`src/logic/eth_frame_pkg.sv`:
```
package eth_frame_pkg;

    //////////////////////////////////////////////////
    // basic types
    //////////////////////////////////////////////////

    typedef logic [7:0]  byte_t;
    typedef logic [47:0] mac_t;

    // one byte of the receive stream
    typedef struct packed {
        logic  valid;
        byte_t data;
    } rx_byte_t;

    typedef enum logic [2:0] {
        IDLE,    // hunting for our destination
        SOURCE,
        LENGTH,
        PAYLOAD,
        FCS,
        DRAIN,   // flush window into the crc
        DONE
    } parser_state_e;

    //////////////////////////////////////////////////
    // frame format
    //////////////////////////////////////////////////

    localparam int MAC_BYTES = 6;
    localparam int LEN_BYTES = 2;
    localparam int FCS_BYTES = 4;

    // 1A goes out on the wire first
    localparam mac_t STATION_MAC = 48'h1A_2B_3C_4D_5E_6F;

    // crc-32 as used by 802.3
    localparam logic [31:0] CRC_INIT           = 32'hFFFF_FFFF;
    localparam logic [31:0] CRC_POLY_REFLECTED = 32'hEDB8_8320;
    localparam logic [31:0] CRC_RESIDUE        = 32'hDEBB_20E3; // left over after a clean fcs

endpackage
```
`src/logic/rx_buffer_pkg.sv`:
```
package rx_buffer_pkg;

    import eth_frame_pkg::*;

    localparam int SLOT_BYTES = 1024;
    localparam int NUM_SLOTS  = 4;
    localparam int ADDR_W     = 12;  // NUM_SLOTS * SLOT_BYTES bytes
    localparam int COUNT_W    = 3;

    typedef logic [ADDR_W-1:0]  buf_addr_t;
    typedef logic [COUNT_W-1:0] pkt_count_t;
    typedef logic [15:0]        payload_len_t;

    // one write into the payload buffer
    typedef struct packed {
        logic      we;
        buf_addr_t addr;
        byte_t     data;
    } mem_wr_t;

    // end of frame report from the parser
    typedef struct packed {
        logic done;
        logic good;
    } frame_end_t;

endpackage

```
`src/logic/eth_rx_top.sv`:
```
`timescale 1ns/1ps

module eth_rx_top
    import eth_frame_pkg::*, rx_buffer_pkg::*;
(
    input  logic       i_eth_clk,
    input  logic       i_rst,
    input  logic       i_rst_waddr,
    input  logic       i_eth_dv,
    input  logic [3:0] i_eth_rxd,
    output mem_wr_t    o_mem_wr,
    output logic       o_busy,
    output logic       o_valid_packet,
    output pkt_count_t o_packet_count
);

    rx_byte_t   rx_byte;     // byte stream out of the ddr capture
    logic       crc_clear;
    logic       crc_en;
    byte_t      crc_byte;
    logic       crc_ok;
    logic       pay_wr;
    byte_t      pay_byte;
    frame_end_t frame_end;

    rgmii_rx_ddr rgmii_rx_ddr_inst (
        .i_eth_clk (i_eth_clk),
        .i_rst     (i_rst),
        .i_eth_dv  (i_eth_dv),
        .i_eth_rxd (i_eth_rxd),
        .o_rx_byte (rx_byte)
    );

    eth_rx_parser eth_rx_parser_inst (
        .i_eth_clk   (i_eth_clk),
        .i_rst       (i_rst),
        .i_rx_byte   (rx_byte),
        .i_crc_ok    (crc_ok),
        .o_crc_clear (crc_clear),
        .o_crc_en    (crc_en),
        .o_crc_byte  (crc_byte),
        .o_pay_wr    (pay_wr),
        .o_pay_byte  (pay_byte),
        .o_frame_end (frame_end),
        .o_busy      (o_busy)
    );

    eth_crc32 eth_crc32_inst (
        .i_eth_clk (i_eth_clk),
        .i_rst     (i_rst),
        .i_clear   (crc_clear),
        .i_en      (crc_en),
        .i_byte    (crc_byte),
        .o_crc_ok  (crc_ok)
    );

    rx_buffer_addr rx_buffer_addr_inst (
        .i_eth_clk      (i_eth_clk),
        .i_rst          (i_rst),
        .i_rst_waddr    (i_rst_waddr),
        .i_busy         (o_busy),
        .i_pay_wr       (pay_wr),
        .i_pay_byte     (pay_byte),
        .i_frame_end    (frame_end),
        .o_mem_wr       (o_mem_wr),
        .o_valid_packet (o_valid_packet),
        .o_packet_count (o_packet_count)
    );

endmodule

```
`src/logic/rx_buffer_addr.sv`:
```
`timescale 1ns/1ps

module rx_buffer_addr
    import eth_frame_pkg::*, rx_buffer_pkg::*;
(
    input  logic       i_eth_clk,
    input  logic       i_rst,
    input  logic       i_rst_waddr,
    input  logic       i_busy,
    input  logic       i_pay_wr,
    input  byte_t      i_pay_byte,
    input  frame_end_t i_frame_end,
    output mem_wr_t    o_mem_wr,
    output logic       o_valid_packet,
    output pkt_count_t o_packet_count
);

    logic [1:0] waddr_rst_sync;
    logic       ptr_reset;
    buf_addr_t  wr_addr;
    buf_addr_t  slot_base;
    buf_addr_t  next_base;
    pkt_count_t next_count;

    function automatic buf_addr_t base_of(input pkt_count_t count);
        return buf_addr_t'(count) * buf_addr_t'(SLOT_BYTES);
    endfunction

    assign slot_base  = base_of(o_packet_count);
    assign next_count = (o_packet_count < pkt_count_t'(NUM_SLOTS - 1)) ?
                        o_packet_count + pkt_count_t'(1) : o_packet_count; // last slot is reused
    assign next_base  = base_of(next_count);
    assign ptr_reset  = waddr_rst_sync[1] && !i_busy; // never in mid frame

    // request comes from another clock domain
    always_ff @(posedge i_eth_clk) begin
        if (i_rst) begin
            waddr_rst_sync <= '0;
        end else begin
            waddr_rst_sync <= {waddr_rst_sync[0], i_rst_waddr};
        end
    end

    //////////////////////////////////////////////////
    // memory write port
    //////////////////////////////////////////////////

    always_ff @(posedge i_eth_clk) begin
        o_mem_wr.addr <= wr_addr;
        o_mem_wr.data <= i_pay_byte;
        if (i_rst) begin
            o_mem_wr.we <= 1'b0;
        end else begin
            o_mem_wr.we <= i_pay_wr;
        end
    end

    always_ff @(posedge i_eth_clk) begin
        if (i_rst) begin
            wr_addr        <= '0;
            o_packet_count <= '0;
            o_valid_packet <= 1'b0;
        end else begin
            o_valid_packet <= i_frame_end.done && i_frame_end.good;
            if (i_frame_end.done) begin
                if (i_frame_end.good) begin
                    o_packet_count <= next_count;
                    wr_addr        <= next_base;
                end else begin
                    wr_addr <= slot_base;  // rewind, slot gets overwritten
                end
            end else if (ptr_reset) begin
                o_packet_count <= '0;
                wr_addr        <= '0;
            end else if (i_pay_wr) begin
                wr_addr <= wr_addr + buf_addr_t'(1);
            end
        end
    end

    // parser length limit keeps every write inside the current slot
    assert property (@(posedge i_eth_clk) disable iff (i_rst)
        i_pay_wr |-> (wr_addr >= slot_base) &&
                     ((wr_addr - slot_base) < buf_addr_t'(SLOT_BYTES)));

endmodule

```
`src/logic/eth_rx_parser.sv`:
```
`timescale 1ns/1ps

module eth_rx_parser
    import eth_frame_pkg::*, rx_buffer_pkg::*;
(
    input  logic       i_eth_clk,
    input  logic       i_rst,
    input  rx_byte_t   i_rx_byte,
    input  logic       i_crc_ok,
    output logic       o_crc_clear,
    output logic       o_crc_en,
    output byte_t      o_crc_byte,
    output logic       o_pay_wr,
    output byte_t      o_pay_byte,
    output frame_end_t o_frame_end,
    output logic       o_busy
);

    parser_state_e state;
    mac_t          window;       // last six bytes, newest in the low byte
    mac_t          window_shift;
    payload_len_t  cnt;          // byte index inside the current field
    payload_len_t  pay_len;
    payload_len_t  len_next;
    logic          frame_bad;
    logic          dest_hit;
    logic          in_frame;

    //////////////////////////////////////////////////
    // decode
    //////////////////////////////////////////////////

    assign window_shift = {window[39:0], i_rx_byte.data};
    assign len_next     = {pay_len[7:0], i_rx_byte.data}; // length is sent high byte first

    // sixth destination byte is arriving right now
    assign dest_hit = (state == IDLE) && i_rx_byte.valid && (window_shift == STATION_MAC);

    assign in_frame = (state == SOURCE) || (state == LENGTH) ||
                      (state == PAYLOAD) || (state == FCS);

    // crc runs six bytes behind the stream
    assign o_crc_clear = dest_hit;
    assign o_crc_en    = (in_frame && i_rx_byte.valid) || (state == DRAIN);
    assign o_crc_byte  = window[47:40];

    assign o_pay_wr   = (state == PAYLOAD) && i_rx_byte.valid;
    assign o_pay_byte = i_rx_byte.data;

    assign o_frame_end.done = (state == DONE);
    assign o_frame_end.good = (state == DONE) && i_crc_ok && !frame_bad;

    assign o_busy = (state != IDLE);

    //////////////////////////////////////////////////
    // frame fsm
    //////////////////////////////////////////////////

    always_ff @(posedge i_eth_clk) begin
        if (i_rst) begin
            state     <= IDLE;
            window    <= '0;
            cnt       <= '0;
            pay_len   <= '0;
            frame_bad <= 1'b0;
        end else if (in_frame && !i_rx_byte.valid) begin
            // dv dropped before the fcs was complete
            frame_bad <= 1'b1;
            state     <= DONE;
        end else begin
            case (state)
                IDLE: begin
                    if (i_rx_byte.valid) begin
                        window <= window_shift;
                    end
                    if (dest_hit) begin
                        frame_bad <= 1'b0;
                        cnt       <= '0;
                        state     <= SOURCE;
                    end
                end

                SOURCE: begin
                    window <= window_shift;
                    if (cnt == payload_len_t'(MAC_BYTES - 1)) begin
                        cnt   <= '0;
                        state <= LENGTH;
                    end else begin
                        cnt <= cnt + payload_len_t'(1);
                    end
                end

                LENGTH: begin
                    window  <= window_shift;
                    pay_len <= len_next;
                    if (cnt == payload_len_t'(LEN_BYTES - 1)) begin
                        cnt <= '0;
                        if (len_next == '0 || len_next > payload_len_t'(SLOT_BYTES)) begin
                            frame_bad <= 1'b1;   // would not fit a slot
                            state     <= DONE;
                        end else begin
                            state <= PAYLOAD;
                        end
                    end else begin
                        cnt <= cnt + payload_len_t'(1);
                    end
                end

                PAYLOAD: begin
                    window <= window_shift;
                    if (cnt == pay_len - payload_len_t'(1)) begin
                        cnt   <= '0;
                        state <= FCS;
                    end else begin
                        cnt <= cnt + payload_len_t'(1);
                    end
                end

                FCS: begin
                    window <= window_shift;
                    if (cnt == payload_len_t'(FCS_BYTES - 1)) begin
                        cnt   <= '0;
                        state <= DRAIN;
                    end else begin
                        cnt <= cnt + payload_len_t'(1);
                    end
                end

                DRAIN: begin
                    window <= {window[39:0], 8'h00}; // push the tail into the crc
                    if (cnt == payload_len_t'(MAC_BYTES - 1)) begin
                        cnt   <= '0;
                        state <= DONE;
                    end else begin
                        cnt <= cnt + payload_len_t'(1);
                    end
                end

                DONE: begin
                    window <= '0;  // fresh search
                    cnt    <= '0;
                    state  <= IDLE;
                end

                default: begin
                    state <= IDLE;
                end
            endcase
        end
    end

    //////////////////////////////////////////////////
    // checks
    //////////////////////////////////////////////////

    assert property (@(posedge i_eth_clk) disable iff (i_rst)
        !$isunknown(state) && (state inside {IDLE, SOURCE, LENGTH, PAYLOAD, FCS, DRAIN, DONE}));

    // payload writes stay inside the announced length
    assert property (@(posedge i_eth_clk) disable iff (i_rst)
        o_pay_wr |-> (state == PAYLOAD) && (cnt < pay_len));

endmodule

```
`src/logic/eth_crc32.sv`:
```
`timescale 1ns/1ps

module eth_crc32
    import eth_frame_pkg::*;
(
    input  logic  i_eth_clk,
    input  logic  i_rst,
    input  logic  i_clear,
    input  logic  i_en,
    input  byte_t i_byte,
    output logic  o_crc_ok
);

    logic [31:0] crc_q;

    //////////////////////////////////////////////////
    // one byte through the reflected lfsr
    //////////////////////////////////////////////////

    function automatic logic [31:0] crc_fold(input logic [31:0] crc, input byte_t data);
        logic [31:0] c;
        int          i;
        c = crc;
        for (i = 0; i < 8; i++) begin
            if (c[0] ^ data[i]) begin  // lsb of the byte goes first
                c = (c >> 1) ^ CRC_POLY_REFLECTED;
            end else begin
                c = c >> 1;
            end
        end
        return c;
    endfunction

    always_ff @(posedge i_eth_clk) begin
        if (i_rst) begin
            crc_q <= CRC_INIT;
        end else if (i_clear) begin
            crc_q <= CRC_INIT;
        end else if (i_en) begin
            crc_q <= crc_fold(crc_q, i_byte);
        end
    end

    // no final inversion, so a good frame leaves the magic residue
    assign o_crc_ok = (crc_q == CRC_RESIDUE);

endmodule

```
`src/logic/rgmii_rx_ddr.sv`:
```
`timescale 1ns/1ps

module rgmii_rx_ddr
    import eth_frame_pkg::*;
(
    input  logic       i_eth_clk,
    input  logic       i_rst,
    input  logic       i_eth_dv,
    input  logic [3:0] i_eth_rxd,
    output rx_byte_t   o_rx_byte
);

    logic [3:0] rise_nib;   // low nibble, rising edge
    logic [3:0] fall_nib;   // high nibble, falling edge
    logic [3:0] rise_d;
    logic [3:0] fall_d;     // high nibble back on the rising edge
    logic       dv_q;
    logic       dv_d;

    always_ff @(negedge i_eth_clk) begin
        fall_nib <= i_eth_rxd;
    end

    always_ff @(posedge i_eth_clk) begin
        rise_nib       <= i_eth_rxd;
        rise_d         <= rise_nib;
        fall_d         <= fall_nib;
        o_rx_byte.data <= {fall_d, rise_d}; // falling edge nibble on top
        if (i_rst) begin
            dv_q            <= 1'b0;
            dv_d            <= 1'b0;
            o_rx_byte.valid <= 1'b0;
        end else begin
            dv_q            <= i_eth_dv;
            dv_d            <= dv_q;
            o_rx_byte.valid <= dv_d;
        end
    end

    // the dv pipe and the nibble pipe must line up
    assert property (@(posedge i_eth_clk) disable iff (i_rst)
        o_rx_byte.valid |-> !$isunknown(o_rx_byte.data));

endmodule

```
`config.mk`:
```
export PLATFORM = sky130hd
export DESIGN_NAME = eth_rx_top
export DESIGN_NICKNAME = d
export VERILOG_FILES = /design/src/logic/eth_frame_pkg.sv /design/src/logic/rx_buffer_pkg.sv /design/src/logic/eth_rx_top.sv /design/src/logic/rx_buffer_addr.sv /design/src/logic/eth_rx_parser.sv /design/src/logic/eth_crc32.sv /design/src/logic/rgmii_rx_ddr.sv
export SDC_FILE = /design/constraint.sdc
export NUM_CORES = 1
export LEC_CHECK = 0
export ABC_AREA = 1
export BUFFER_PORTS_ARGS = -buffer_cell sky130_fd_sc_hd__buf_2
export CAP_MARGIN = 20
export CORE_ASPECT_RATIO = 1.5
export CORE_MARGIN = 10
export CORE_UTILIZATION = 64
export CTS_BUF_LIST = sky130_fd_sc_hd__clkbuf_8
export CTS_CLUSTER_DIAMETER = 200
export CTS_CLUSTER_SIZE = 28
export DETAILED_ROUTE_END_ITERATION = 6
export PLACE_DENSITY = 0.87
export SYNTH_ARGS = -nofsm -noshare
export SYNTH_HDL_FRONTEND = slang
export SYNTH_SLANG_ARGS = --single-unit
```
`constraint.sdc`:
```
create_clock -name i_eth_clk -period 2.15 [get_ports i_eth_clk]
set_input_delay 0.3225 -clock i_eth_clk [delete_from_list [all_inputs] [get_ports i_eth_clk]]
set_output_delay 0.3225 -clock i_eth_clk [all_outputs]
set_load 0.005 [all_outputs]
```
==> summary.txt, run 1 <==
Worst setup path
  • Max FO, Critical Path: 12
  • Critical path class: reg -> reg
  • Startpoint types: flop
  • Arr. time, crit path: 2.38 ns
  • Worst Setup End Kind: flop
  • Worst r2r path cells: 10
  • WP data required: 2.49 ns

Yosys
  • Share of the synthesized area in the top cell type: 42.8%
  • Sequential share of the synthesized area: 42.8%
  • Async SR Flop Fraction: 0%
  • Mapped Nets: 1116
  • Synth warnings: 0
  • Synth cell types: 49
  • Post-Synthesis Cells: 1103
  • Synthesized area: 8520 um2
  • Most used DFF post-synth: dfxtp_1
  • Flops & latches, synth: 182
  • Post-synth EDFFs: 0
  • Avg Cell Area, Syn: 7.72 um2
  • Synth top area cells: dfxtp_1, nand2_1, xor2_1, a21oi_1, inv_1
  • Largest area contributor in the netlist: dfxtp_1

Routing
  • WL per Instance: 16.4 um
  • Post-route ant nets: 0
  • Final wirelength: 21.8 mm
  • Vias/cell: 5.76
  • DRT iter0 DRCs: 637
  • DRT Pass-1 Iters: 6
  • DRC viols: 0
  • Via count: 7678

Timing
  • Post-route minimum period: 2.04 ns
  • RSZ-0062 raised after global routing: true
  • Headroom to the max-slew limit: 61.9%
  • Setup Skew: 0.0187 ns
  • Final setup viols: 0
  • Post-route clock period utilization: 94.9%
  • Slew Limit Fails: 0
  • Hold Violations, Final: 0
  • Final worst slack: 0.109 ns
  • Least-Margin Pin Slew: 0.571 ns
  • Hold slack final: 0.0586 ns
  • Fmax: 490 MHz

Global route
  • GRT overflow: 0
  • Vias in the first global route: 7308
  • Largest net degree at the start of global routing: 32
  • Global-route wire length before repair: 35.0 mm
  • Initial antenna violation count: 0
  • Total global routing track utilization: 23.0%

Hold path
  • Hold Path Stages: 3
  • HP Class: in -> reg

Final layout
  • Fin area: 9600 um2
  • Layout cell share with drive strength beyond 1: 15.2%
  • Syn-to-layout area delta: 12.7%
  • Finished Layout Cells: 1333
  • Final #Nets: 1174
  • Antenna Cells: 0

Pwr
  • VDD IR max: 0.733 mV
  • Power per cell area: 644 nW/um2
  • Lkg Pwr: 4.11 nW

Clocking
  • CTS HTree Levels: 4
  • Worst-path clk slew: 0.11 ns
  • Root Buffer: clkbuf_8
  • Num CTS Buffers: 17
  • CTS tree: yes
  • CTS max path bufs: 2
  • Clock Sinks: 182
  • Worst skew pair latency: 0.48 ns

Placed design
  • IO Port Bufs: 33
  • Final HPWL DP: 14.8 mm
  • DP Worst Slack: 0.0350 ns
  • GP Congestion: 0.947
  • DP Cell Count: 1283
  • Placed cell area: 8910 um2

Floorplanning
  • Width of the die: 114 um
  • Initial Util: 65.4%
  • Die height: 161 um
  • Area of the die: 18400 um2
  • Ports: 34
  • FP Rows: 51
  • Core ar.: 13000 um2

Status
  • Outcome: finished, final reports clean

Job
  • Max-cap violations: 0
==> report_power, final <==
group | switching (W) | internal [W] | leakage (nW)
Clock | 0.00151 | 0.000926 | 0.231
Sequential | 0.0000417 | 0.00343 | 1.49
Combinational | 0.000180 | 0.0000980 | 2.39
==> registers in the layout (all words and copies together) (netlist names) <==
| name | flops |
|---|---|
| eth_rx_parser_inst.window | 48 |
| eth_crc32_inst.crc_q | 32 |
| rx_buffer_addr_inst.o_mem_wr | 21 |
| eth_rx_parser_inst.cnt | 16 |
| eth_rx_parser_inst.pay_len | 16 |
| rx_buffer_addr_inst.wr_addr | 12 |
| rgmii_rx_ddr_inst.o_rx_byte | 9 |
| rgmii_rx_ddr_inst.fall_d | 4 |
| rgmii_rx_ddr_inst.fall_nib | 4 |
| rgmii_rx_ddr_inst.rise_d | 4 |
| rgmii_rx_ddr_inst.rise_nib | 4 |
| eth_rx_parser_inst.state | 3 |
| rx_buffer_addr_inst.o_packet_count | 3 |
| rx_buffer_addr_inst.waddr_rst_sync | 2 |
| eth_rx_parser_inst.frame_bad | 1 |
| rgmii_rx_ddr_inst.dv_d | 1 |
| rgmii_rx_ddr_inst.dv_q | 1 |
| rx_buffer_addr_inst.o_valid_packet | 1 |
==> cell usage in the layout, fill, tap and decap left out, drive strengths merged, types with 12 or more instances in the layout <==
master and n:
nand2 194, dfxtp 182, inv 132, a21oi 115
nor2 109, buf 78, xor2 70, nand3 66
o21ai 54, nand4 28, a211oi 26, xnor2 18
clkbuf 17, nor3 17, o211ai 12
==> routing by layer <==
metal	GRT usage (%)	part of all wire, %	vias up
met5	0	0	-
met2	40.5	52	331
met3	4.82	6.7	78
met4	10.9	3.6	0
li1	-	-	3740
met1	25.3	38	3529
==> logic make-up after synthesis <==
| family | count (synthesis) | synth area share [%] |
|---|---|---|
| simple gates | 435 | 23.2 |
| compound gates | 217 | 14.2 |
| flops | 182 | 42.8 |
| buf+inv | 175 | 8.67 |
| xor+xnor | 88 | 10.2 |
| fa+ha+maj | 5 | 0.734 |
| mux | 1 | 0.118 |
==> cell type report <==
class,count,area (um2)
Sequential cell,182,3660
Fill cell,928,3420
Timing Repair Buffer,82,547
Inverter,126,477
Tap cell,159,199
Multi-Input combinational cell,747,4260
Clock inverter,19,220
Clock buffer,17,234
Timing Repair inverter,1,7.51
==> per-stage QoR <==
| stage | util (%) | setup TNS, ns | power [W] |
|---|---|---|---|
| final | 73.8 | 0 | 0.00618 |
| after global routing | 73.8 | -0.445 | 0.00635 |
| after CTS | 72.2 | 0 | 0.00619 |
| after detailed placement | 68.4 | 0 | 0.00382 |
| after global placement | 68.4 | 0 | 0.00381 |
| after floorplan | - | 0 | 0.00373 |
==> path summary, 6_finish.rpt <==
check / end / slack [ns] / startpoint
worst min register to register: rgmii_rx_ddr_inst.o_rx_byte[4]$_DFF_P_ / 0.34 / rgmii_rx_ddr_inst.fall_d[0]$_DFF_P_
worst min-delay path: rx_buffer_addr_inst.waddr_rst_sync[0]$_SDFF_PP0_ / 0.06 / i_rst_waddr
worst max-delay path: eth_crc32_inst.crc_q[11]$_SDFFE_PP1P_ / 0.11 / eth_rx_parser_inst.state[0]$_SDFFE_PP0P_
worst max register to register: eth_crc32_inst.crc_q[11]$_SDFFE_PP1P_ / 0.11 / eth_rx_parser_inst.state[0]$_SDFFE_PP0P_
==> timing repair <==
action	4_1_cts	5_1_grt
gates resized for setup	0	37
hold buffers	4	0
endpoints found under the hold margin	4	0
setup endpoints to repair	0	79
buffers inserted	0	9
==> cells in the mapped netlist (3+ instances only) <==
cell,n
nand3b_1,3
o211ai_1,12
inv_1,121
nand2_2,5
inv_2,5
nor3_2,3
buf_4,6
dfxtp_1,182
xnor2_2,4
ha_1,5
buf_2,15
xnor2_1,12
and2_1,3
buf_6,5
a21oi_1,115
a31oi_1,3
xor2_1,67
clkbuf_1,20
nor3_1,14
or2_2,5
nand4_1,28
nor4_1,7
nor2_4,3
o21ai_1,8
a211oi_1,26
nor2_2,5
nor2_1,101
nand2_1,188
nand3_1,62
o21ai_0,44
==> worst max-delay path: stages, from the launching register on <==
cell        delay [ns]
dfxtp_1           0.47
nor2_2            0.08
nor2_1            0.23
nor2_1            0.10
nor2_2            0.15
inv_1             0.10
o21ai_4           0.18
clkinvlp_4        0.18
buf_4             0.20
o21ai_0           0.10
o211ai_1          0.12
Power figures use the tool's default switching activity.
==> run 2: changes to the inputs <==
SYNTH_HIERARCHICAL = 1   (was not set)
==> run 2 against run 1 <==
Sequential power hardly changed. Combinational power up 100%. First-iteration DRC count decreased by 8.8%. Setup slack better by 0.044 ns. Die area grew 6.5%. Synthesized cell count is 17% higher. Flip-flop and latch count unchanged. Clock skew decreased by 0.00091 ns. Clock power increased by 3%. Register-to-register slack improved by 0.04 ns. Global-route usage decreased by 0.15 points. Largest power group unchanged. Highest routed layer unchanged.
==> summary.txt, run 2 <==
Timing
  • Headroom to the max-slew limit: 69.5% (was 61.9%)
  • Setup Skew: 0.0177 ns (was 0.0187 ns)
  • Hold slack final: 0.0495 ns (was 0.0586 ns)
  • Final setup viols: 0 (unchanged)
  • Post-route minimum period: 2.00 ns (was 2.04 ns)
  • Hold Violations, Final: 0 (unchanged)
  • Post-route clock period utilization: 92.9% (was 94.9%)
  • RSZ-0062 raised after global routing: true (unchanged)
  • Fmax: 501 MHz (was 490 MHz)
  • Final worst slack: 0.153 ns (was 0.109 ns)
  • Least-Margin Pin Slew: 0.457 ns (was 0.571 ns)
  • Slew Limit Fails: 0 (unchanged)

Placed design
  • GP Congestion: 0.951 (was 0.947)
  • DP Worst Slack: 0.00337 ns (was 0.0350 ns)
  • Final HPWL DP: 15.9 mm (was 14.8 mm)
  • IO Port Bufs: 33 (unchanged)
  • DP Cell Count: 1473 (was 1283)

Final layout
  • Antenna Cells: 0 (unchanged)
  • Core Util, Final: 70.9% (was 73.8%)
  • Layout cell share with drive strength beyond 1: 14.9% (was 15.2%)
  • Largest registers: eth_rx_parser_inst/window (48), eth_crc32_inst/crc_q (32), rx_buffer_addr_inst/o_mem_wr (21) (was eth_rx_parser_inst.window (48), eth_crc32_inst.crc_q (32), rx_buffer_addr_inst.o_mem_wr (21))
  • Most common cell after layout, fill and taps aside: nand2_1 (unchanged)
  • Final #Nets: 1321 (was 1174)
  • Finished Layout Cells: 1513 (was 1333)
  • Largest Register: eth_rx_parser_inst/window (was eth_rx_parser_inst.window)
  • Commonest non-fill, non-tap cells in the layout: nand2_1, dfxtp_1, inv_1, a21oi_1, nand3_1 (was nand2_1, dfxtp_1, inv_1, a21oi_1, nor2_1)
  • Syn-to-layout area delta: 8.68% (was 12.7%)
  • Max reg flops: 48 (unchanged)

Clocking
  • CTS tree: yes (unchanged)
  • Num CTS Buffers: 17 (unchanged)
  • Worst skew pair latency: 0.48 ns (about the same)
  • Clock Sinks: 182 (unchanged)
  • CTS max path bufs: 2 (unchanged)
  • Worst-path clk slew: 0.11 ns (about the same)
  • CTS HTree Levels: 4 (unchanged)
  • Root Buffer: clkbuf_8 (unchanged)
  • Post-CTS setup buffer count: 0 (unchanged)

Floorplanning
  • FP Rows: 53 (was 51)
  • Initial Util: 65.2% (was 65.4%)
  • Area of the die: 19600 um2 (was 18400 um2)
  • Width of the die: 118 um (was 114 um)
  • Core ar.: 14100 um2 (was 13000 um2)
  • Ports: 34 (unchanged)
  • Die height: 167 um (was 161 um)

Global route
  • Total global routing track utilization: 22.8% (was 23.0%)
  • Largest net degree at the start of global routing: 55 (was 32)
  • Initial antenna violation count: 0 (unchanged)
  • Vias in the first global route: 8321 (was 7308)
  • Global-route wire length before repair: 38.0 mm (was 35.0 mm)
  • GRT overflow: 0 (unchanged)

Routing
  • Post-route ant nets: 0 (unchanged)
  • DRC viols: 0 (unchanged)
  • WL per Instance: 15.2 um (was 16.4 um)
  • Via count: 8455 (was 7678)
  • DRT iter0 DRCs: 581 (was 637)
  • DRT Pass-1 Iters: 6 (unchanged)
  • Final wirelength: 22.9 mm (was 21.8 mm)
  • Vias/cell: 5.59 (was 5.76)

Status
  • Outcome: finished, final reports clean (unchanged)

Yosys
  • Mapped Nets: 1301 (was 1116)
  • Flops & latches, synth: 182 (unchanged)
  • Most frequent cells after synthesis: nand2_1, dfxtp_1, inv_1, a21oi_1, nand3_1 (was nand2_1, dfxtp_1, inv_1, a21oi_1, nor2_1)
  • Most used DFF post-synth: dfxtp_1 (unchanged)
  • Avg Cell Area, Syn: 7.12 um2 (was 7.72 um2)
  • Async SR Flop Fraction: 0% (unchanged)
  • Synth top area cells: dfxtp_1, nand2_1, a21oi_1, nand3_1, inv_1 (was dfxtp_1, nand2_1, xor2_1, a21oi_1, inv_1)
  • Post-synth EDFFs: 0 (unchanged)
  • Synth cell types: 51 (was 49)
  • Synthesized area: 9170 um2 (was 8520 um2)
  • Post-Synthesis Cells: 1288 (was 1103)
  • Synth warnings: 6 (was 0)
  • Sequential share of the synthesized area: 39.7% (was 42.8%)
  • Largest area contributor in the netlist: dfxtp_1 (unchanged)
  • Share of the synthesized area in the top cell type: 39.7% (was 42.8%)
  • Count leader, synth: nand2_1 (unchanged)

Worst setup path
  • Critical path class: reg -> reg (unchanged)
  • Startpoint types: flop (unchanged)
  • Max FO, Critical Path: 8 (was 12)
  • Arr. time, crit path: 2.35 ns (was 2.38 ns)
  • WP data required: 2.50 ns (was 2.49 ns)
  • Worst Setup End Kind: flop (unchanged)

Pwr
  • Total power: 0.00656 W (was 0.00618 W)
  • VDD IR max: 0.663 mV (was 0.733 mV)
  • Lkg Pwr: 4.14 nW (was 4.11 nW)
  • Power per cell area: 658 nW/um2 (was 644 nW/um2)

Hold path
  • HP Class: in -> reg (unchanged)

Job
  • Max-cap violations: 0 (unchanged)
[run 2: cell count changes in the layout (fill, tap and decap cells not counted), sizes merged, moves of 4 or more]
cell	before	now
nand3b	3	7
a211oi	26	6
clkinv	11	6
o21ai	54	43
buf	78	53
inv	132	155
nand2	194	371
nand4	28	15
xor2	70	32
a21oi	115	130
nand3	66	124
o211ai	12	6
[run 2: logic make-up after synthesis]
| logic type | synth area share (%) |
|---|---|
| xor gates and xnor gates | 4.57 |
| AOI/OAI and AO/OA | 11.6 |
| buffers and inverters | 9.47 |
| and+or+nand+nor | 34.0 |
| adders and majority gates | 0.682 |
| DFF | 39.7 |
[run 2: layer usage]
metal  global-route usage [%]  up-vias  wire (um)
met4                     13.4        0       1040
li1                         -     4151          -
met5                        0        -          0
met3                     3.76       75       1240
met1                     23.9     3890       8750
met2                     41.7      339      11900
[run 2: cell type report]
type                            count  area, um2
Inverter                          142        538
Multi-Input combinational cell    904       4710
Fill cell                        1118       4090
Sequential cell                   182       3650
Tap cell                          192        240
Clock inverter                     19        211
Timing Repair Buffer               57        380
Clock buffer                       17        234
[run 2: power by group]
part / leakage, nW / switching, W / total (W) / internal (W)
registers: 1.48 / 0.0000526 / 0.00349 / 0.00344
logic: 2.42 / 0.000389 / 0.000565 / 0.000176
clock network: 0.235 / 0.00156 / 0.00250 / 0.000942
total: 4.14 / 0.00200 / 0.00656 / 0.00456
[run 2: what timing repair did]
action,CTS,global route
cloned,1,0
hold buffers,4,0
gates resized for setup,1,15
endpoints found under the hold margin,4,0
endpoints found under the setup margin,16,27
[run 2: per-stage QoR]
stage / setup TNS (ns) / area [um2]
2_1_floorplan: 0 / 9170
3_3_place_gp: 0 / 9420
3_5_place_dp: 0 / 9420
4_1_cts: 0 / 9920
5_1_grt: -0.0190 / 9970
6_report: 0 / 9970
[run 2: path summary, 6_finish.rpt]
| path | startpoint | to | slack [ns] | depth (start not counted) |
|---|---|---|---|---|
| worst min register to register | rgmii_rx_ddr_inst/fall_d[0]$_DFF_P_ | rgmii_rx_ddr_inst/o_rx_byte[4]$_DFF_P_ | 0.34 | 0 |
| worst min-delay path | i_rst_waddr | rx_buffer_addr_inst/waddr_rst_sync[0]$_SDFF_PP0_ | 0.05 | 3 |
| worst max-delay path | eth_rx_parser_inst/pay_len[2]$_SDFFE_PP0P_ | eth_rx_parser_inst/cnt[2]$_SDFFE_PP0P_ | 0.15 | 14 |
| worst max register to register | eth_rx_parser_inst/pay_len[2]$_SDFFE_PP0P_ | eth_rx_parser_inst/cnt[2]$_SDFFE_PP0P_ | 0.15 | 14 |
[run 2: critical path: stages, from the launching register on]
cell and delay (ns):
dfxtp_1 0.38, nor2_2 0.17, nand2_2 0.13, nor2_8 0.18, nand2_1 0.06, nand2_1 0.05
nand2_1 0.05, nor2_1 0.10, nand2_1 0.07, nor2_2 0.14, nand2_2 0.10, nand2_4 0.11
nand3_4 0.14, nand2_1 0.12, a21oi_1 0.06
